===== config.mk =====
export PLATFORM = sky130hd
export DESIGN_NAME = tinker_decode
export DESIGN_NICKNAME = d
export VERILOG_FILES = /design/src/rtl/tinker_pkg.sv /design/src/rtl/tinker_decode.sv
export SDC_FILE = /design/constraint.sdc
export NUM_CORES = 1
export LEC_CHECK = 0
export BUFFER_PORTS_ARGS = -buffer_cell sky130_fd_sc_hd__clkbuf_2
export CAP_MARGIN = 20
export CORE_AREA = 2 2 221 223
export CTS_CLUSTER_SIZE = 30
export DETAILED_ROUTE_END_ITERATION = 8
export DIE_AREA = 0 0 223 225
export GPL_ROUTABILITY_DRIVEN = 0
export PLACE_DENSITY = 0.5
export SYNTH_ARGS = -nofsm -noshare
export SYNTH_HDL_FRONTEND = slang
export SYNTH_SLANG_ARGS = --single-unit

===== constraint.sdc =====
create_clock -name clk -period 11.69 [get_ports clk]
set_input_delay 2.9225 -clock clk [delete_from_list [all_inputs] [get_ports clk]]
set_output_delay 2.9225 -clock clk [all_outputs]
set_load 0.01 [all_outputs]

===== src/rtl/tinker_pkg.sv =====
/*
 Shared types and constants for the Tinker five-stage core.
 Instruction memory spans reset_pc .. reset_pc + 4*imem_words (byte addresses).
 No floating point, no call/return, no mov rd, L.
*/
`default_nettype none

package tinker_pkg;

    localparam int xlen       = 64;
    localparam int addr_w     = 32;
    localparam int imem_words = 1024;
    localparam int imem_aw    = $clog2(imem_words);
    localparam int num_regs   = 32;

    typedef logic [xlen-1:0] word_t;

    localparam word_t reset_pc = 64'h2000;  // First fetch address

    // ------------------------------
    // Opcodes, Tinker encoding
    // ------------------------------
    typedef enum logic [4:0] {
        op_add   = 5'b11000, op_addi  = 5'b11001,
        op_sub   = 5'b11010, op_subi  = 5'b11011,
        op_mul   = 5'b11100, op_div   = 5'b11101,
        op_and   = 5'b00000, op_or    = 5'b00001,
        op_xor   = 5'b00010, op_not   = 5'b00011,
        op_shr   = 5'b00100, op_shri  = 5'b00101,
        op_shl   = 5'b00110, op_shli  = 5'b00111,
        op_mov   = 5'b10001, op_load  = 5'b10000, op_store = 5'b10011,
        op_jmp   = 5'b01000, op_jmpr  = 5'b01001, op_jmpri = 5'b01010,
        op_brnz  = 5'b01011, op_brgt  = 5'b01110,
        op_priv  = 5'b01111
    } opcode_e;

    typedef struct packed {
        logic [4:0]  op;   // Bits 31..27
        logic [4:0]  rd;
        logic [4:0]  rs;
        logic [4:0]  rt;
        logic [11:0] lit;  // Bits 11..0
    } instr_t;

    // ------------------------------
    // Pipeline payloads
    // ------------------------------
    typedef struct packed {
        logic       valid;
        opcode_e    op;
        logic [4:0] rd;
        word_t      pc;
        word_t      val1;
        word_t      val2;    // Literal already merged in
        word_t      rd_val;
        logic       is_load;
        logic       is_halt;
    } idex_t;

    typedef struct packed {
        logic              valid;
        logic [4:0]        rd;
        word_t             result;
        logic              reg_we;
        logic              is_load;
        logic              is_halt;
        logic              mem_we;
        logic [addr_w-1:0] mem_addr;
        word_t             mem_wdata;
    } exmem_t;

    typedef struct packed {
        logic              rd_en;
        logic              wr_en;
        logic [addr_w-1:0] addr;
        word_t             wdata;
    } dmem_req_t;

endpackage

`default_nettype wire


===== src/rtl/tinker_decode.sv =====
/*
 Decode stage and ID/EX register.
 priv with a zero literal halts; any other literal is a no-op.
 halt_seen stops fetch in the same cycle the halt sits in decode.
*/
`timescale 1ns/1ps
`default_nettype none

module tinker_decode (
    input  logic               clk,
    input  logic               reset,
    input  tinker_pkg::instr_t if_instr,
    input  tinker_pkg::word_t  if_pc,
    input  logic               if_valid,
    output logic [4:0]         rs,
    output logic [4:0]         rt,
    output logic [4:0]         rd,
    input  tinker_pkg::word_t  rs_val,
    input  tinker_pkg::word_t  rt_val,
    input  tinker_pkg::word_t  rd_val,
    output tinker_pkg::idex_t  idex,
    output logic               halt_seen
);
    import tinker_pkg::*;

    opcode_e op;
    word_t   lit_ext;
    logic    uses_lit;
    logic    halt_now;
    logic    halt_q;

    assign op      = opcode_e'(if_instr.op);
    assign rs      = if_instr.rs;
    assign rt      = if_instr.rt;
    assign rd      = if_instr.rd;
    assign lit_ext = {{(xlen-12){if_instr.lit[11]}}, if_instr.lit};

    // Literal forms take the 12-bit immediate in place of rt
    assign uses_lit = op inside {op_addi, op_subi, op_shri, op_shli,
                                 op_jmpri, op_load, op_store};

    assign halt_now  = if_valid && (op == op_priv) && (if_instr.lit == 12'd0);
    assign halt_seen = halt_q || halt_now;

    always_ff @(posedge clk or posedge reset) begin
        if (reset) begin
            idex   <= '0;
            halt_q <= 1'b0;
        end else begin
            idex.valid   <= if_valid;
            idex.op      <= op;
            idex.rd      <= if_instr.rd;
            idex.pc      <= if_pc;
            idex.val1    <= rs_val;
            idex.val2    <= uses_lit ? lit_ext : rt_val;
            idex.rd_val  <= rd_val;
            idex.is_load <= if_valid && (op == op_load);
            idex.is_halt <= halt_now;
            halt_q       <= halt_q || halt_now;  // Sticky until reset
        end
    end

endmodule

`default_nettype wire


==> results of run 1 <==
cell usage after synthesis:
| cell | count | share of area |
|---|---|---|
| sky130_fd_sc_hd__mux2_4 | 7 | 0.014 |
| sky130_fd_sc_hd__dfrtp_1 | 270 | 0.89 |
| sky130_fd_sc_hd__or2_2 | 1 | 0.00082 |
| sky130_fd_sc_hd__clkbuf_1 | 5 | 0.0025 |
| sky130_fd_sc_hd__buf_6 | 1 | 0.0015 |
| sky130_fd_sc_hd__nand3b_1 | 1 | 0.00098 |
| sky130_fd_sc_hd__nor2_1 | 2 | 0.00098 |
| sky130_fd_sc_hd__buf_4 | 20 | 0.020 |
| sky130_fd_sc_hd__nor2_2 | 1 | 0.00082 |
| sky130_fd_sc_hd__a21oi_1 | 1 | 0.00066 |
| sky130_fd_sc_hd__inv_1 | 1 | 0.00049 |
| sky130_fd_sc_hd__o21a_1 | 1 | 0.00098 |
| sky130_fd_sc_hd__or4b_1 | 1 | 0.0013 |
| sky130_fd_sc_hd__nand3_1 | 2 | 0.0013 |
| sky130_fd_sc_hd__nor3b_1 | 1 | 0.00098 |
| sky130_fd_sc_hd__a21o_1 | 53 | 0.052 |
| sky130_fd_sc_hd__nor4_1 | 2 | 0.0016 |
| sky130_fd_sc_hd__nand4b_1 | 1 | 0.0011 |
| sky130_fd_sc_hd__nor3_1 | 1 | 0.00066 |
| sky130_fd_sc_hd__mux2_2 | 4 | 0.0059 |
| sky130_fd_sc_hd__nand4_1 | 1 | 0.00082 |
| sky130_fd_sc_hd__or4bb_1 | 2 | 0.0030 |
| sky130_fd_sc_hd__buf_2 | 1 | 0.00066 |
| sky130_fd_sc_hd__o211ai_2 | 1 | 0.0016 |
power by group through the flow:
stage               clock (mW)  combinational (mW)  sequential (mW)
floorplan                    0              0.0505             1.06
global placement             0               0.214             1.03
detailed placement           0               0.214             1.03
CTS                       1.02               0.215             1.01
global route              1.05               0.230             1.02
finish                   0.971               0.208             1.01
layer usage:
metal	GRT usage	vias to the layer above	wire [um]
met3	0.0511	47	3180
li1	-	2378	-
met5	0	-	27
met2	0.178	351	13500
met1	0.109	2661	9420
met4	0.0340	4	842
stage by stage:
step / hold slack, ps / cells / power, mW / util / area [um^2]
after global placement: 452 / 1529 / 1.24 / 0.232 / 11000
after detailed placement: 444 / 1529 / 1.24 / 0.232 / 11000
after floorplan: 462 / 381 / 1.11 / - / 7630
after CTS: 458 / 1580 / 2.24 / 0.254 / 12100
final: 456 / 1583 / 2.19 / 0.254 / 12100
after global routing: 468 / 1581 / 2.30 / 0.254 / 12100
cells by family (layout without fill, tap and decap cells):
group	Yosys count	count (layout)	synth area share
buffers and inverters	28	612	0.0248
flip-flops	270	270	0.886
AO/OA/AOI/OAI	56	56	0.0554
other	0	3	0
multiplexers	11	11	0.0197
AND/OR/NAND/NOR	16	16	0.0144
how the worst min path moves through the flow:
stage / from / end / slack [ps] / cells past startpoint
6_report: halt_q / halt_q / 460 / 1
5_1_grt: halt_q / halt_q / 470 / 1
4_1_cts: halt_q / halt_q / 460 / 1
3_5_place_dp: halt_q / halt_q / 440 / 1
3_3_place_gp: halt_q / halt_q / 450 / 1
2_1_floorplan: halt_q / halt_q / 460 / 1
state kept, by name, indices dropped and copies added (netlist names):
name    flops
idex      269
halt_q      1
area by class of cell:
cell class              count  area (um^2)  share of cell area
flip-flops and latches    270         6760               0.560
repair buffers            560         2820               0.233
clock buffers              42          847              0.0702
well taps                 615          769              0.0638
multi-input cells          83          689              0.0571
clock inverters             9          173              0.0143
inverters                   1         11.3            0.000933
diodes                      3         7.51            0.000622
==> metrics.txt, run 1 <==
Fillers 5,004; launching element type of the critical path input pin; height of the chip 225 um; source of the critical timing path if_instr[9]; area of the die 50,200 um^2; Crit. path cell count 6; global-route wire length before repair 38,100 um; boundary pin count 576; DPL Wire Length 21,500 um; via count of the first global-routing pass 5,900; setup slack after layout 4360 ps; series of cell instances along the critical path clkbuf_2, nor4_1, nand4_1, nor3_1, or2_2, clkbuf_2; maximum achievable frequency 0.136 GHz; Initial Util 0.160; required time of the critical path 8770 ps; portion of the post-synthesis area used by sequential elements 0.886; critical path type input pin to output pin; Clock power frac 0.443; x dimension of the die 223 um; commonest non-fill, non-tap cells in the layout 555 x sky130_fd_sc_hd__clkbuf_2, 270 x sky130_fd_sc_hd__dfrtp_1, 53 x sky130_fd_sc_hd__a21o_1, 31 x sky130_fd_sc_hd__clkbuf_16, 8 x sky130_fd_sc_hd__clkbuf_1; Floorplan Core Area 47,500 um^2; flip-flop and latch count after synthesis 270; total negative slack for setup checks 0 ps; overflow left after global routing 0; hold buffers post-CTS 0; sinks on the clock net 270; Worst R2R End halt_q; worst min-delay path class flop to flop; count of vias placed by the detailed router 5,441; number of buffers and inverters on the critical path 2; fraction of final layout cells with drive strength greater than 1 0.641; Hold Violations, Final 0; Top Family by Delay on Critical Path simple AND/OR/NAND/NOR gates; clock tree buffer depth 3; Cell Rows 80; gate count after technology mapping 381; data arrival time at the worst-slack endpoint 4410 ps; largest vdd supply drop 0.103 mV; largest net degree at the start of global routing 76; Final Skew 0 ps; total nets after synthesis 672; overall routed net length 27,000 um; max-cap violations 0; count of buffers inserted at the top-level ports 555; count of different cell masters after synthesis 24; cell occurring most often along the worst timing path sky130_fd_sc_hd__clkbuf_2; sw frac 0.233; Area growth, synth to finish 58.2%; reg2reg setup slack 10,920 ps; sequential share of power 0.462; DRC errors left 0; Setup WS pre-CTS 4280 ps; Setup crit end kind output pin; number of antenna violations at the first check in global routing 6; Resized cells post-CTS 0; P per Cell Area 182 nW/um^2; library cell used as clock root buffer sky130_fd_sc_hd__clkbuf_16; Mapped Area 7630 um^2; path depth of the worst reg2reg path 1; outcome finished clean; clock input transition at the sequential cells of the worst setup and hold paths 60 ps; leading cell type in the layout, fill and taps excluded sky130_fd_sc_hd__clkbuf_2; cell-internal power 1.68 mW; syn_area_per_cell 20.0 um^2; post-CTS setup buffer count 0; Max stage delay cell, worst path sky130_fd_sc_hd__nor4_1; Vias per Instance 3.44; Final #Nets 1,238; leakage 6.51 nW; crit-path max cell delay 550 ps; DR iter-0 viols 151; number of buffers added by the clock tree synthesis step 31; Period minus WS final 7330 ps; number of slew-limit violations in the final report 0; Setup crit end halt_seen; GR Util All Layers 0.103; maximum net fanout on the critical path 2; antenna-violating nets left 0; Max-Slew Margin vs Limit 0.390; H-tree depth 1; net switching power of the design 512 uW; total number of yosys warnings 0; drt first pass iters 4; share of the clock period used by the worst path after layout 0.627; routed length per placed instance 17.0 um; CTS tree built; clock latency of the later-clocked register in the worst-skew pair 570 ps; worst-margin pin slew 916 ps; endpoints failing setup 0; RR Startpoint halt_q; RSZ-0062 raised after global routing false; Combinational Power Share 0.095
No activity file was read; power rests on OpenSTA's default activity.
==> run 2, diff against run 1 <==
--- a/config.mk
+++ b/config.mk
@@ -5,14 +5,15 @@
 export SDC_FILE = /design/constraint.sdc
 export NUM_CORES = 1
 export LEC_CHECK = 0
+export ABC_AREA = 1
 export BUFFER_PORTS_ARGS = -buffer_cell sky130_fd_sc_hd__clkbuf_2
 export CAP_MARGIN = 20
-export CORE_AREA = 2 2 221 223
+export CORE_AREA = 2 2 223 225
 export CTS_CLUSTER_SIZE = 30
 export DETAILED_ROUTE_END_ITERATION = 8
-export DIE_AREA = 0 0 223 225
+export DIE_AREA = 0 0 225 227
 export GPL_ROUTABILITY_DRIVEN = 0
-export PLACE_DENSITY = 0.5
+export PLACE_DENSITY = 0.52
 export SYNTH_ARGS = -nofsm -noshare
 export SYNTH_HDL_FRONTEND = slang
 export SYNTH_SLANG_ARGS = --single-unit
==> constraint.sdc (replaced) <==
create_clock -name clk -period 6.7 [get_ports clk]
set_input_delay 1.675 -clock clk [delete_from_list [all_inputs] [get_ports clk]]
set_output_delay 1.675 -clock clk [all_outputs]
set_load 0.01 [all_outputs]
==> run 2 against run 1 <==
Worst hold slack improved by 4.7 ps. Final cell count is 6.8% higher. Clock-buffer cell count rose by 4. Die area is 1.8% higher. Combinational power up 85%. Power rose by 81%. Global-route usage grew 1.7 points. Worst setup slack worse by 2000 ps. Sequential power is 75% higher. Synthesized area grew 5.2%. Design area rose by 2.7%.
==> metrics.txt, run 2 <==
outcome finished clean; clock input transition at the sequential cells of the worst setup and hold paths 50 ps (about the same); library cell used as clock root buffer sky130_fd_sc_hd__clkbuf_16; worst-margin pin slew 951 ps (+35.2 ps); maximum achievable frequency 0.232 GHz; drt first pass iters 4 (unchanged); ranking of synthesized cells by area sky130_fd_sc_hd__dfrtp_1 84%, sky130_fd_sc_hd__nand2_1 4.1%, sky130_fd_sc_hd__nand3_2 3.0%; total negative slack for setup checks 0 ps (unchanged); data arrival time at the worst-slack endpoint 2640 ps (-1770 ps); DR iter-0 viols 213 (+41%); CTS tree built; number of slew-limit violations in the final report 0 (unchanged); area share of the largest cell type after synthesis 0.842 (-0.0435); count of vias placed by the detailed router 5,935 (+9.1%); leakage 6.71 nW (+3.0%); Hold Violations, Final 0 (unchanged); multi-input combinational cell area 893 um^2 (+30%); DRC errors left 0 (unchanged); top register by number of flip-flops idex; number of enable flip-flop cells after synthesis 0 (unchanged); largest vdd supply drop 0.133 mV (+29%); required time of the critical path 5030 ps (-3740 ps); Mapped Area 8020 um^2 (+5.2%); commonest non-fill, non-tap cells in the layout 555 x sky130_fd_sc_hd__clkbuf_2, 270 x sky130_fd_sc_hd__dfrtp_1, 87 x sky130_fd_sc_hd__nand2_1, 42 x sky130_fd_sc_hd__nand3_1, 35 x sky130_fd_sc_hd__clkbuf_16; launching element type of the critical path input pin; storage element area 6760 um^2 (unchanged); gate count after technology mapping 483 (+27%); total nets after synthesis 774 (+15%); number of antenna violations at the first check in global routing 9 (+3); number of buffers added by the clock tree synthesis step 35 (+13%); count leader, synth sky130_fd_sc_hd__dfrtp_1; syn_area_per_cell 16.6 um^2 (-17%); endpoints failing setup 0 (unchanged); Resized cells post-CTS 0 (unchanged); total number of yosys warnings 0 (unchanged); critical path type input pin to output pin; largest net degree at the start of global routing 157 (+110%); most frequent cells after synthesis 270 x sky130_fd_sc_hd__dfrtp_1, 87 x sky130_fd_sc_hd__nand2_1, 42 x sky130_fd_sc_hd__nand3_1; Vias per Instance 3.51 (+2.1%); max-cap violations 0 (unchanged); Max-Slew Margin vs Limit 0.366 (-0.0235); overflow left after global routing 0 (unchanged); clock latency of the later-clocked register in the worst-skew pair 530 ps (-40 ps); height of the chip 227 um (+0.89%); Area growth, synth to finish 54.5%; setup slack after layout 2390 ps (-1970 ps); Cell Rows 81 (+1.3%); portion of the post-synthesis area used by sequential elements 0.842 (-0.0435); clock tree buffer depth 3 (unchanged); H-tree depth 2 (+1); share of the clock period used by the worst path after layout 0.644; Final Skew 0 ps (unchanged); source of the critical timing path if_instr[31]; boundary pin count 576 (unchanged); sinks on the clock net 270 (unchanged); Floorplan Core Area 48,500 um^2 (+2.1%); main flop type after synthesis sky130_fd_sc_hd__dfrtp_1; overall routed net length 31,700 um (+18%); fraction of registers with async set or reset after synthesis 1.00 (unchanged); global-route wire length before repair 43,300 um (+14%); area of the die 51,100 um^2 (+1.8%); Setup WS pre-CTS 2340 ps (-1940 ps); worst min-delay path class flop to flop; Final #Nets 1,334 (+7.8%); worst min-delay path startpoint halt_q; registers with the most flip-flops idex x269, halt_q x1; flip-flop count of the largest register, all copies and words added 269 (unchanged); final core utilization 0.255 (+0.00155); antenna-violating nets left 0 (unchanged); fraction of final layout cells with drive strength greater than 1 0.605 (-0.0366); routed length per placed instance 18.7 um (+10%); via count of the first global-routing pass 6,309 (+6.9%); RR Startpoint halt_q; Initial Util 0.165 (+0.00481); GR Util All Layers 0.120 (+0.0167); maximum net fanout on the critical path 4 (+2); DPL Wire Length 24,900 um (+16%); count of different cell masters after synthesis 18 (-25%); hold buffers post-CTS 0 (unchanged); leading cell type in the layout, fill and taps excluded sky130_fd_sc_hd__clkbuf_2; count of buffers inserted at the top-level ports 555 (unchanged); Period minus WS final 4310 ps; flip-flop and latch count after synthesis 270 (unchanged); P per Cell Area 320 nW/um^2 (+77%); RSZ-0062 raised after global routing false; Setup crit end kind output pin; post-synthesis cell type with the largest combined area sky130_fd_sc_hd__dfrtp_1; x dimension of the die 225 um (+0.90%); post-CTS setup buffer count 0 (unchanged); Fillers 5,125 (+2.4%)
## run 2: cell count changes after synthesis, moves of 4 or more
cell,previous run,this run
sky130_fd_sc_hd__nand3_1,2,42
sky130_fd_sc_hd__inv_1,1,6
sky130_fd_sc_hd__mux2_4,7,0
sky130_fd_sc_hd__a21o_1,53,0
sky130_fd_sc_hd__clkbuf_1,5,0
sky130_fd_sc_hd__mux2_2,4,0
sky130_fd_sc_hd__buf_6,1,8
sky130_fd_sc_hd__nor2_1,2,8
sky130_fd_sc_hd__nand3_2,0,24
sky130_fd_sc_hd__nand2_1,0,87
sky130_fd_sc_hd__buf_8,0,5
## run 2: report_power, final
group	switching (mW)	internal, mW	total, mW
sequential	0.0326	1.74	1.77
combinational	0.230	0.154	0.384
clock	0.722	1.10	1.82
## run 2: final timing paths
check | depth (start not counted) | slack [ps] | to
min | 2 | 460 | halt_q
min reg2reg | 2 | 460 | halt_q
max reg2reg | 2 | 6120 | halt_q
max in group asynchronous | 4 | 4080 | idex[141]
min in group asynchronous | 3 | 1330 | idex[259]
max | 6 | 2390 | halt_seen
## run 2: metrics by stage
stage	cell area, um^2	instances	hold WS, ps	total power, mW
after detailed placement	11300	1628	450	2.19
after global placement	11300	1628	451	2.19
after global routing	12400	1691	491	4.18
final	12400	1691	461	3.97
after floorplan	8030	483	490	1.95
after CTS	12400	1690	466	4.07
## run 2: per-layer routing
metal  GRT usage  part of all wire  vias up
met2       0.197              0.49      332
met1       0.134              0.37     2890
met3      0.0591              0.11       70
met4      0.0449             0.031        6
met5           0            0.0013        -
li1            -                 -     2637
## run 2: cell type report
class / count / share of cell area
diodes: 1 / 0.000202
clock buffers: 46 / 0.0780
multi-input cells: 170 / 0.0721
flip-flops and latches: 270 / 0.545
inverters: 8 / 0.00272
clock inverters: 16 / 0.0124
well taps: 622 / 0.0628
repair buffers: 558 / 0.227
## run 2: kinds of logic (layout without fill, tap and decap cells)
group / count (synthesis) / after routing / share of synthesized area
simple gates: 170 / 170 / 0.110
buf+inv: 43 / 628 / 0.0480
flops: 270 / 270 / 0.842
other cells: 0 / 1 / 0
## run 2: critical path: stages
cell and delay (ps):
sky130_fd_sc_hd__clkbuf_2 110, sky130_fd_sc_hd__or2_2 290, sky130_fd_sc_hd__nor2_1 170, sky130_fd_sc_hd__nand3_1 150, sky130_fd_sc_hd__nand2_1 110, sky130_fd_sc_hd__clkbuf_2 130
