**config.mk**
```make
export PLATFORM = sky130hd
export DESIGN_NAME = tinker_mem_wb
export DESIGN_NICKNAME = d
export VERILOG_FILES = /design/src/rtl/tinker_pkg.sv /design/src/rtl/tinker_mem_wb.sv
export SDC_FILE = /design/constraint.sdc
export NUM_CORES = 1
export LEC_CHECK = 0
export BUFFER_PORTS_ARGS = -buffer_cell sky130_fd_sc_hd__clkbuf_2
export CAP_MARGIN = 20
export CORE_AREA = 2 2 156 158
export CTS_CLUSTER_DIAMETER = 50
export DETAILED_ROUTE_END_ITERATION = 12
export DIE_AREA = 0 0 158 160
export PLACE_DENSITY = 0.54
export SLEW_MARGIN = 20
export SYNTH_ARGS = -nofsm -noshare
export SYNTH_HDL_FRONTEND = slang
export SYNTH_SLANG_ARGS = --single-unit
```
**constraint.sdc**
```tcl
create_clock -name clk -period 1.4 [get_ports clk]
set_input_delay 0 -clock clk [delete_from_list [all_inputs] [get_ports clk]]
set_output_delay 0 -clock clk [all_outputs]
set_load 0.03 [all_outputs]
```
**src/rtl/tinker_pkg.sv**
```systemverilog
/*
 Shared types and constants for the Tinker five-stage core.
 Instruction memory spans reset_pc .. reset_pc + 4*imem_words (byte addresses).
 No floating point, no call/return, no mov rd, L.
*/
`default_nettype none

package tinker_pkg;

    localparam int xlen       = 64;
    localparam int addr_w     = 32;
    localparam int imem_words = 1024;
    localparam int imem_aw    = $clog2(imem_words);
    localparam int num_regs   = 32;

    typedef logic [xlen-1:0] word_t;

    localparam word_t reset_pc = 64'h2000;  // First fetch address

    // ------------------------------
    // Opcodes, Tinker encoding
    // ------------------------------
    typedef enum logic [4:0] {
        op_add   = 5'b11000, op_addi  = 5'b11001,
        op_sub   = 5'b11010, op_subi  = 5'b11011,
        op_mul   = 5'b11100, op_div   = 5'b11101,
        op_and   = 5'b00000, op_or    = 5'b00001,
        op_xor   = 5'b00010, op_not   = 5'b00011,
        op_shr   = 5'b00100, op_shri  = 5'b00101,
        op_shl   = 5'b00110, op_shli  = 5'b00111,
        op_mov   = 5'b10001, op_load  = 5'b10000, op_store = 5'b10011,
        op_jmp   = 5'b01000, op_jmpr  = 5'b01001, op_jmpri = 5'b01010,
        op_brnz  = 5'b01011, op_brgt  = 5'b01110,
        op_priv  = 5'b01111
    } opcode_e;

    typedef struct packed {
        logic [4:0]  op;   // Bits 31..27
        logic [4:0]  rd;
        logic [4:0]  rs;
        logic [4:0]  rt;
        logic [11:0] lit;  // Bits 11..0
    } instr_t;

    // ------------------------------
    // Pipeline payloads
    // ------------------------------
    typedef struct packed {
        logic       valid;
        opcode_e    op;
        logic [4:0] rd;
        word_t      pc;
        word_t      val1;
        word_t      val2;    // Literal already merged in
        word_t      rd_val;
        logic       is_load;
        logic       is_halt;
    } idex_t;

    typedef struct packed {
        logic              valid;
        logic [4:0]        rd;
        word_t             result;
        logic              reg_we;
        logic              is_load;
        logic              is_halt;
        logic              mem_we;
        logic [addr_w-1:0] mem_addr;
        word_t             mem_wdata;
    } exmem_t;

    typedef struct packed {
        logic              rd_en;
        logic              wr_en;
        logic [addr_w-1:0] addr;
        word_t             wdata;
    } dmem_req_t;

endpackage

`default_nettype wire

```
**src/rtl/tinker_mem_wb.sv**
```systemverilog
/*
 Memory stage and MEM/WB register.
 Data memory must return dmem_rdata in the same cycle as the request.
 hlt stays high until reset.
*/
`timescale 1ns/1ps
`default_nettype none

module tinker_mem_wb (
    input  logic                   clk,
    input  logic                   reset,
    input  tinker_pkg::exmem_t     exmem,
    output tinker_pkg::dmem_req_t  dmem_req,
    input  tinker_pkg::word_t      dmem_rdata,
    output logic                   wb_we,
    output logic [4:0]             wb_rd,
    output tinker_pkg::word_t      wb_data,
    output logic                   hlt
);
    import tinker_pkg::*;

    logic  load_q;
    word_t result_q;
    word_t ldata_q;

    always_comb begin
        dmem_req.rd_en = exmem.valid && exmem.is_load;
        dmem_req.wr_en = exmem.mem_we;
        dmem_req.addr  = exmem.mem_addr;
        dmem_req.wdata = exmem.mem_wdata;
    end

    always_ff @(posedge clk or posedge reset) begin
        if (reset) begin
            wb_we  <= 1'b0;
            load_q <= 1'b0;
            hlt    <= 1'b0;
        end else begin
            wb_we  <= exmem.reg_we;
            load_q <= exmem.is_load;
            hlt    <= hlt || exmem.is_halt;
        end
    end

    // MEM/WB payload
    always_ff @(posedge clk) begin
        wb_rd    <= exmem.rd;
        result_q <= exmem.result;
        ldata_q  <= dmem_rdata;
    end

    assign wb_data = load_q ? ldata_q : result_q;

    // Nothing behind the halt may reach memory
    a_no_store_after_halt: assert property (@(posedge clk) disable iff (reset)
        hlt |-> !dmem_req.wr_en) else $error("Store issued after halt");

endmodule

`default_nettype wire

```
==> flow_summary.ini, run 1 <==
[sta]
tightestPinTransition_ns = 0.222
slew_headroom = 0.852
maxSlewViolCount = 0
period_share = 1.18
fin_setup_tns_ns = -12.97
layout_min_cycle_time_ns = 1.66
fin_skew_ns = 0
worst_slack_ns = -0.255
rsz0062_at_grt = yes
hold_slack_ns = 0.0000116
final_hold_viol_count = 0
fmax_mhz = 604
final-setup-viol-count = 64

[die]
dieArea_mm2 = 0.0253
row_count = 57
io_pins = 405
start_util = 0.191
coreArea_mm2 = 0.0238
fp.dieW_um = 158
die_h_um = 160

[synthesis]
yosys.area.top_type = dfxtp_1
synth_top_family_by_area = multiplexers
syn_inst = 307
seq_area_frac_synth = 0.600
synth-simple-area-share = 0.00274
ys_types = 10
yosys.area_share.adder = 0
syn_avg_cell_area_um2 = 14.9
synth_mux_area_frac = 0.207
syn-num-nets = 543
yosys_warnings = 0
synth_top_cell_area_share = 0.584
synth_xor_area_frac = 0
synth-compound-area-share = 0
synthTopCellsByArea = dfxtp_1, mux2_4, buf_4
ys_ff_latch = 136
synth_area_mm2 = 0.00456

[setup_path]
critPathCaptureType = primary output
worstSetupStartpointType = register
worstPathArrival_ns = 1.66
worst-path-max-fanout = 27
reg2regPathDepth = 1
crit_chain = buf_12 -> mux2_4 -> clkbuf_8
reg2reg_from = hlt
r2r_slack_ns = 0.65
crit_path_top_delay_cell = dfrtp_4
path_class = reg2out
r2r_end = hlt
worst_ep_required_time_ns = 1.40
slowest_delay_ns = 0.51

[drt]
wire_per_inst_um = 15.6
ant_nets = 0
drtIter0Drc = 112
vias = 3083
wl_mm = 14.2
drt_first_pass_iters = 4
drc = 0
routed_via_density = 3.38

[power_and_ir_drop]
p_total_w = 0.00993
ir_drop_mv = 0.585
p_seq_frac = 0.418
clockPowerShare = 0.426
intPower_w = 0.00747
p_sw_frac = 0.248
power.leakage_nw = 3.58
power_frac_comb = 0.155
power.density_mw_per_mm2 = 1300
p_switching_w = 0.00246

[outcome]
violations = setup timing
status = finished with violations

[placed_design]
placed_cell_area_mm2 = 0.00522
dpl.hpwl_mm = 9.74
gp_congestion = 0.685
port_buffers = 210

[global_routing]
grt_use_met3 = 0.0521
grt_pass1_wl_mm = 19.8
grt.total_usage = 0.110
grt_pass1_vias = 3439
use_met1 = 0.0897
grt_max_degree = 28
overflow = 0
antenna_found_initial = 0
top_usage_layer = met2
use_met2 = 0.199

[clock_tree]
cts-root-buf = clkbuf_16
clock-sinks = 136
max-clock-path-buffers = 2
clk_latency_ns = 0.41
post_cts_buffers = 0
clk_pin_slew_ns = 0.06
cts-buffers-inserted = 17
ctsHtreeMaxLevel = 4
cts_tree = yes

[final_layout]
final_area_mm2 = 0.00764
diodes = 0
nets = 810
drive_above_1_share = 0.530
post-route-util = 0.321
area_delta_synth_final_pct = 67.5

[min_path]
min_to = dmem_req[11]
hold_path.startpoint = exmem[11]
min_path_cells = 0
min_path_type = in2out

[run]
cap_violations = 0
through the flow:
| stage | std cells | setup WS (ns) |
|---|---|---|
| floorplan | 307 | 0.392 |
| global placement | 741 | 0.156 |
| detailed placement | 741 | 0.154 |
| CTS | 911 | -0.287 |
| global route | 911 | -0.305 |
| finish | 911 | -0.255 |
cells in the mapped netlist:
cell     instances
dfxtp_1        133
buf_4           97
mux2_4          60
buf_12           6
mux2_2           4
dfrtp_1          3
and2_1           1
buf_6            1
inv_1            1
or2_2            1
sequential cells by signal, indices dropped and copies added, names as in the netlist:
name      cells
load_q        1
hlt           1
ldata_q      64
wb_rd         5
wb_we         1
result_q     64
worst max-delay path by stage:
stage / cells after the start / to / slack [ns] / start
2_1_floorplan: 3 / wb_data[10] / 0.39 / load_q
3_3_place_gp: 3 / wb_data[20] / 0.16 / load_q
3_5_place_dp: 3 / wb_data[20] / 0.15 / load_q
4_1_cts: 3 / wb_data[20] / -0.29 / load_q
5_1_grt: 3 / wb_data[63] / -0.30 / load_q
6_report: 3 / wb_data[20] / -0.26 / load_q
cells in the final DEF, fill, tap and decap left out:
cell           instances
and2_1                 1
buf_12                 2
buf_2                  5
buf_4                  2
buf_8                 21
bufinv_16              1
clkbuf_1               1
clkbuf_16             17
clkbuf_2             148
clkbuf_4               9
clkbuf_8              27
clkinv_2               2
clkinv_4               4
clkinvlp_4             1
dfrtp_1                2
dfrtp_4                1
dfxtp_1              133
dlygate4sd3_1        138
inv_1                  1
inv_6                  5
inv_8                  1
mux2_2                 3
mux2_4                61
or2_2                  1
cell families (layout without fill, tap and decap cells):
| logic type | count (synthesis) | in the layout |
|---|---|---|
| mux | 64 | 64 |
| buf+inv | 105 | 385 |
| simple gates | 2 | 2 |
| flops | 136 | 136 |
power by group through the flow:
stage	logic (W)	clock network, W	registers [W]
after detailed placement	0.000998	0	0.00424
after floorplan	0.00117	0	0.00422
after CTS	0.00150	0.00443	0.00416
after global routing	0.00162	0.00460	0.00417
after global placement	0.000989	0	0.00424
final	0.00154	0.00424	0.00416
what timing repair did:
action                                  4_1_cts  5_1_grt
cloned                                        0        0
gates resized for setup                     106       26
endpoints found under the setup margin       64       64
hold endpoints to repair                    139        0
hold buffers                                138        0
critical path: cells and delay by family, from the launching register on:
kind	cells	cell delay (ns)
DFF	1	0.51
buffers and inverters	2	0.36
muxes	1	0.35
layout make-up:
| type | instances | area, um2 |
|---|---|---|
| Multi-Input combinational cell | 66 | 962 |
| Tap cell | 324 | 405 |
| Fill cell | 2349 | 16200 |
| Inverter | 1 | 3.75 |
| Clock buffer | 18 | 429 |
| Sequential cell | 136 | 2740 |
| Clock inverter | 14 | 138 |
| Timing Repair Buffer | 352 | 2960 |
routing by layer:
metal  vias to the layer above  routed length, um  part of all wire
met5                         -                  0                 0
met4                         0                930             0.065
met3                        74               1510              0.11
met2                       201               7320              0.51
met1                      1376               4470              0.31
li1                       1432                  -                 -
Power figures use the tool's default switching activity.
==> run 2: changes to the inputs <==
--- a/config.mk
+++ b/config.mk
@@ -11,6 +11,7 @@
 export CTS_CLUSTER_DIAMETER = 50
 export DETAILED_ROUTE_END_ITERATION = 12
 export DIE_AREA = 0 0 158 160
+export GPL_TIMING_DRIVEN = 0
 export PLACE_DENSITY = 0.54
 export SLEW_MARGIN = 20
 export SYNTH_ARGS = -nofsm -noshare
==> run 2 against run 1 <==
  * The run still ends with setup timing left
  * Final cell count up 22%
  * Utilization up 6.3 points
  * Sequential power about the same
==> flow_summary.ini, run 2 (synthesis results as in run 1) <==
[sta]
maxSlewViolCount = 0
fin_setup_tns_ns = -11.31
final-setup-viol-count = 64
worst_slack_ns = -0.209
slew_headroom = 0.844
layout_min_cycle_time_ns = 1.61
fmax_mhz = 621
fin_skew_ns = 0
final_hold_viol_count = 0
rsz0062_at_grt = yes
period_share = 1.15
tightestPinTransition_ns = 0.234

[outcome]
status = finished with violations
violations = setup timing

[die]
coreArea_mm2 = 0.0238
die_h_um = 160
fp.dieW_um = 158
dieArea_mm2 = 0.0253
start_util = 0.191
row_count = 57
io_pins = 405

[clock_tree]
cts-buffers-inserted = 17
clock-sinks = 136
clk_latency_ns = 0.40
cts-root-buf = clkbuf_16
cts_tree = yes
max-clock-path-buffers = 2
clk_pin_slew_ns = 0.07
ctsHtreeMaxLevel = 4

[final_layout]
fillers = 2257
layout_common_cells = clkbuf_2, dlygate4sd3_1, dfxtp_1
nets = 1009
layout_commonest_cell = clkbuf_2
diodes = 0
reg_top3 = ldata_q: 64 flops, result_q: 64 flops, wb_rd: 5 flops
area_delta_synth_final_pct = 101
regArea_mm2 = 0.00274
drive_above_1_share = 0.649
multi_input_area_um2 = 958

[global_routing]
grt.total_usage = 0.112
grt_max_degree = 17
grt_pass1_wl_mm = 20.6
grt_use_met3 = 0.0331
top_usage_layer = met2
antenna_found_initial = 0
use_met2 = 0.214
grt_pass1_vias = 3985
overflow = 0
use_met1 = 0.103

[power_and_ir_drop]
ir_drop_mv = 0.547
power.density_mw_per_mm2 = 1200
power.leakage_nw = 4.57

[placed_design]
gp_congestion = 0.942
post-place-ws_ns = 0.110
port_buffers = 307
dpl.hpwl_mm = 10.5

[drt]
ant_nets = 0
routed_via_density = 3.41
drt_first_pass_iters = 4
drtIter0Drc = 99
vias = 3788
wire_per_inst_um = 13.4
wl_mm = 14.9
drc = 0

[run]
cap_violations = 0

[setup_path]
path_class = reg2out
worstSetupStartpointType = register
worstPathArrival_ns = 1.61
worst_ep_required_time_ns = 1.40
worst-path-max-fanout = 8
critPathCaptureType = primary output

[min_path]
min_path_type = in2reg
-- run 2: cell count changes in the layout (fill, tap and decap cells not counted), sizes merged --
cell	change
clkbuf	+60
inv	+3
buf	+139
clkinv	-3
-- run 2: area by class of cell --
cell class,instances,area share
inverter,1,0.000410
tap,324,0.0443
sequential,136,0.299
clock inverter,14,0.0171
multi-input combinational,66,0.105
clock buffer,18,0.0480
buffer,103,0.0927
timing repair buffer,448,0.393
-- run 2: per-stage QoR --
step,std cells,hold WS (ns),utilization,power (W),area [um2]
final,1110,0.217,0.384,0.0110,9150
after global routing,1110,0.192,0.384,0.0114,9150
after CTS,1110,0.188,0.381,0.0110,9070
after detailed placement,938,-0.143,0.273,0.00593,6500
after global placement,938,-0.145,0.273,0.00592,6500
after floorplan,307,-0.246,-,0.00539,4560
-- run 2: what timing repair did --
action                                  in CTS  in global routing
gates resized for setup                    131                 64
pin swaps                                    0                  0
cloned                                       1                  0
setup buffers                                2                  0
hold buffers                               138                  0
endpoints found under the setup margin      64                 64
hold endpoints to repair                   139                  0
-- run 2: routing by layer --
| layer | up-vias | part of all wire |
|---|---|---|
| li1 | 1828 | - |
| met1 | 1696 | 0.34 |
| met2 | 241 | 0.54 |
| met3 | 23 | 0.083 |
| met4 | 0 | 0.037 |
| met5 | - | 0 |
-- run 2: path summary, 6_finish.rpt --
kind,start,end,slack [ns],depth (start not counted)
max,load_q,wb_data[39],-0.21,4
min,dmem_rdata[56],ldata_q[56],0.22,2
max reg2reg,hlt,hlt,0.65,1
min reg2reg,hlt,hlt,0.47,1
max in group asynchronous,reset,hlt,0.73,4
min in group asynchronous,reset,wb_we,0.55,4
-- run 2: critical path, stage by stage (launching register included) --
cell       delay, ns
dfrtp_1         0.39
buf_12          0.17
buf_16          0.15
mux2_4          0.32
clkbuf_16       0.17
-- run 2: report_power, final --
part           internal [W]  switching (W)
clock network       0.00258        0.00188
registers           0.00408      0.0000593
logic               0.00128        0.00108
==> run 3: changes to the inputs <==
--- a/config.mk
+++ b/config.mk
@@ -5,14 +5,15 @@
 export SDC_FILE = /design/constraint.sdc
 export NUM_CORES = 1
 export LEC_CHECK = 0
+export ABC_AREA = 1
 export BUFFER_PORTS_ARGS = -buffer_cell sky130_fd_sc_hd__clkbuf_2
 export CAP_MARGIN = 20
-export CORE_AREA = 2 2 156 158
+export CORE_AREA = 2 2 158 160
 export CTS_CLUSTER_DIAMETER = 50
 export DETAILED_ROUTE_END_ITERATION = 12
-export DIE_AREA = 0 0 158 160
+export DIE_AREA = 0 0 160 162
 export GPL_TIMING_DRIVEN = 0
-export PLACE_DENSITY = 0.54
+export PLACE_DENSITY = 0.52
 export SLEW_MARGIN = 20
 export SYNTH_ARGS = -nofsm -noshare
 export SYNTH_HDL_FRONTEND = slang
==> run 3 against run 2 <==
  * The run still ends with setup timing left
  * Wire length rose by 35%
  * Setup slack lost 0.0096 ns
  * Synthesized cell count grew 44%
  * First-iteration DRC count up 36%
  * Clock skew did not move
  * Largest power group unchanged
==> flow_summary.ini, run 3 <==
[synthesis]
synth_most_common_cell = nand2_1
ys_types = 9
synthTopCellsByCount = nand2_1, dfxtp_1, buf_4
yosys.area.top_type = dfxtp_1
seq_area_frac_synth = 0.633
synthTopCellsByArea = dfxtp_1, buf_4, nand2_1
async_flop_share = 0.0221
synth_ff_type = dfxtp_1
yosys_warnings = 0
synth_top_cell_area_share = 0.615
syn_inst = 443
synth_area_mm2 = 0.00433
synth_edf_count = 0
ys_ff_latch = 136
syn_avg_cell_area_um2 = 9.77
syn-num-nets = 679

[sta]
worst_slack_ns = -0.219
period_share = 1.16
fmax_mhz = 618
fin_skew_ns = 0
slew_headroom = 0.823
final_hold_viol_count = 0
rsz0062_at_grt = yes
maxSlewViolCount = 0
hold_slack_ns = 0.222
layout_min_cycle_time_ns = 1.62
final-setup-viol-count = 64
tightestPinTransition_ns = 0.266

[clock_tree]
cts-root-buf = clkbuf_16
ctsHtreeMaxLevel = 4
cts-buffers-inserted = 17
clk_latency_ns = 0.41
cts_tree = yes
clk_pin_slew_ns = 0.07
clock-sinks = 136
max-clock-path-buffers = 2

[min_path]
hold_path.startpoint = exmem[146]
min_path_cells = 2
min_path_type = in2reg
min_to = result_q[46]

[setup_path]
r2r_end = hlt
reg2reg_from = hlt
timing.critical_path.mode_cell = buf_12
r2r_slack_ns = 0.64
path_class = reg2out
cp_num_buf_inv = 5
worst_ep_required_time_ns = 1.40
worstSetupStartpointType = register
reg2regPathDepth = 1
critPathCaptureType = primary output
slowest_delay_ns = 0.44
crit_path_top_delay_cell = dfrtp_2
crit_chain = buf_12 -> buf_12 -> clkinv_16 -> buf_12 -> nand2_4 -> nand2_4 -> clkbuf_16
worst-path-max-fanout = 5
cp_top_family = buffers and inverters
worstPathArrival_ns = 1.62

[global_routing]
grt_pass1_vias = 4916
grt_pass1_wl_mm = 27.4
overflow = 0
antenna_found_initial = 1
grt_max_degree = 17
grt.total_usage = 0.144

[drt]
wire_per_inst_um = 15.9
drc = 0
routed_via_density = 3.62
vias = 4555
drt_first_pass_iters = 3
wl_mm = 20.1
ant_nets = 0
drtIter0Drc = 135

[final_layout]
layout_commonest_cell = clkbuf_2
regArea_mm2 = 0.00274
final_area_mm2 = 0.00978
area_delta_synth_final_pct = 126
nets = 1158
reg_top3 = ldata_q: 64 flops, result_q: 64 flops, wb_rd: 5 flops
drive_above_1_share = 0.624
layout_common_cells = clkbuf_2, dlygate4sd3_1, dfxtp_1
fillers = 2289
multi_input_area_mm2 = 0.00122

[placed_design]
port_buffers = 307
placed_cell_area_mm2 = 0.00627
gp_congestion = 0.847
dpl.hpwl_mm = 13.1

[outcome]
status = finished with violations
violations = setup timing

[die]
coreArea_mm2 = 0.0241
io_pins = 405
dieArea_mm2 = 0.0259
fp.dieW_um = 160
row_count = 57
die_h_um = 162
start_util = 0.180

[power_and_ir_drop]
ir_drop_mv = 0.690
power.density_mw_per_mm2 = 1140
power.leakage_nw = 4.96

[run]
cap_violations = 0
-- run 3: cell types whose count changed after synthesis --
cell	previous run	this run
nand2_1	0	193
and2_1	1	0
mux2_2	4	0
buf_12	6	0
inv_1	1	2
buf_2	0	6
clkbuf_8	0	6
buf_6	1	0
mux2_4	60	0
buf_4	97	98
inv_2	0	1
-- run 3: logic make-up (layout without fill, tap and decap cells) --
logic type             count (synthesis)  count (layout)  synth area share
buffers and inverters                113             605             0.199
flip-flops                           136             136             0.633
other                                  0               1                 0
AND/OR/NAND/NOR                      194             194             0.169
-- run 3: how the worst max path moves through the flow --
| stage | startpoint | end | slack [ns] | depth (start not counted) |
|---|---|---|---|---|
| 6_report | load_q | wb_data[38] | -0.22 | 7 |
| 5_1_grt | load_q | wb_data[50] | -0.29 | 6 |
| 4_1_cts | load_q | wb_data[46] | -0.23 | 6 |
| 3_5_place_dp | load_q | wb_data[39] | -0.1 | 5 |
| 3_3_place_gp | load_q | wb_data[39] | -0.09 | 5 |
| 2_1_floorplan | load_q | wb_data[0] | 0.48 | 4 |
-- run 3: metal layers --
metal,wire [um],vias to the layer above,global-route usage,part of all wire
met5,0,-,0,0
met1,6810,2103,0.138,0.34
met3,1470,23,0.0470,0.073
met4,450,0,0.0594,0.022
met2,11400,235,0.281,0.57
li1,-,2194,-,-
-- run 3: through the flow --
| stage | TNS [ns] | total power, W | utilization | worst slack [ns] | std cells |
|---|---|---|---|---|---|
| floorplan | 0 | 0.00525 | - | 0.476 | 443 |
| global placement | -0.213 | 0.00583 | 0.260 | -0.0946 | 1074 |
| detailed placement | -0.213 | 0.00583 | 0.260 | -0.0966 | 1074 |
| CTS | -10.97 | 0.0110 | 0.378 | -0.233 | 1252 |
| global route | -16.11 | 0.0116 | 0.406 | -0.295 | 1260 |
| finish | -11.63 | 0.0112 | 0.406 | -0.219 | 1260 |
-- run 3: what timing repair did --
item	4_1_cts	5_1_grt
cloned	3	5
hold endpoints to repair	139	0
pin swaps	8	25
resized for setup	191	206
setup endpoints to repair	64	64
hold buffers	138	0
setup buffers	5	2
-- run 3: final cells by class --
cell class              instances  share of cell area
flip-flops and latches        136               0.280
well taps                     324              0.0415
inverters                       3             0.00384
repair inverters                2             0.00282
clock buffers                  20              0.0489
clock inverters                12              0.0104
plain buffers                 110              0.0987
multi-input cells             194               0.124
repair buffers                458               0.389
diodes                          1            0.000256
-- run 3: power breakdown --
part	switching [W]	internal, W	leakage (nW)	total (W)
clock network	0.00192	0.00252	0.277	0.00444
logic	0.00127	0.00129	3.53	0.00256
registers	0.0000867	0.00408	1.15	0.00417
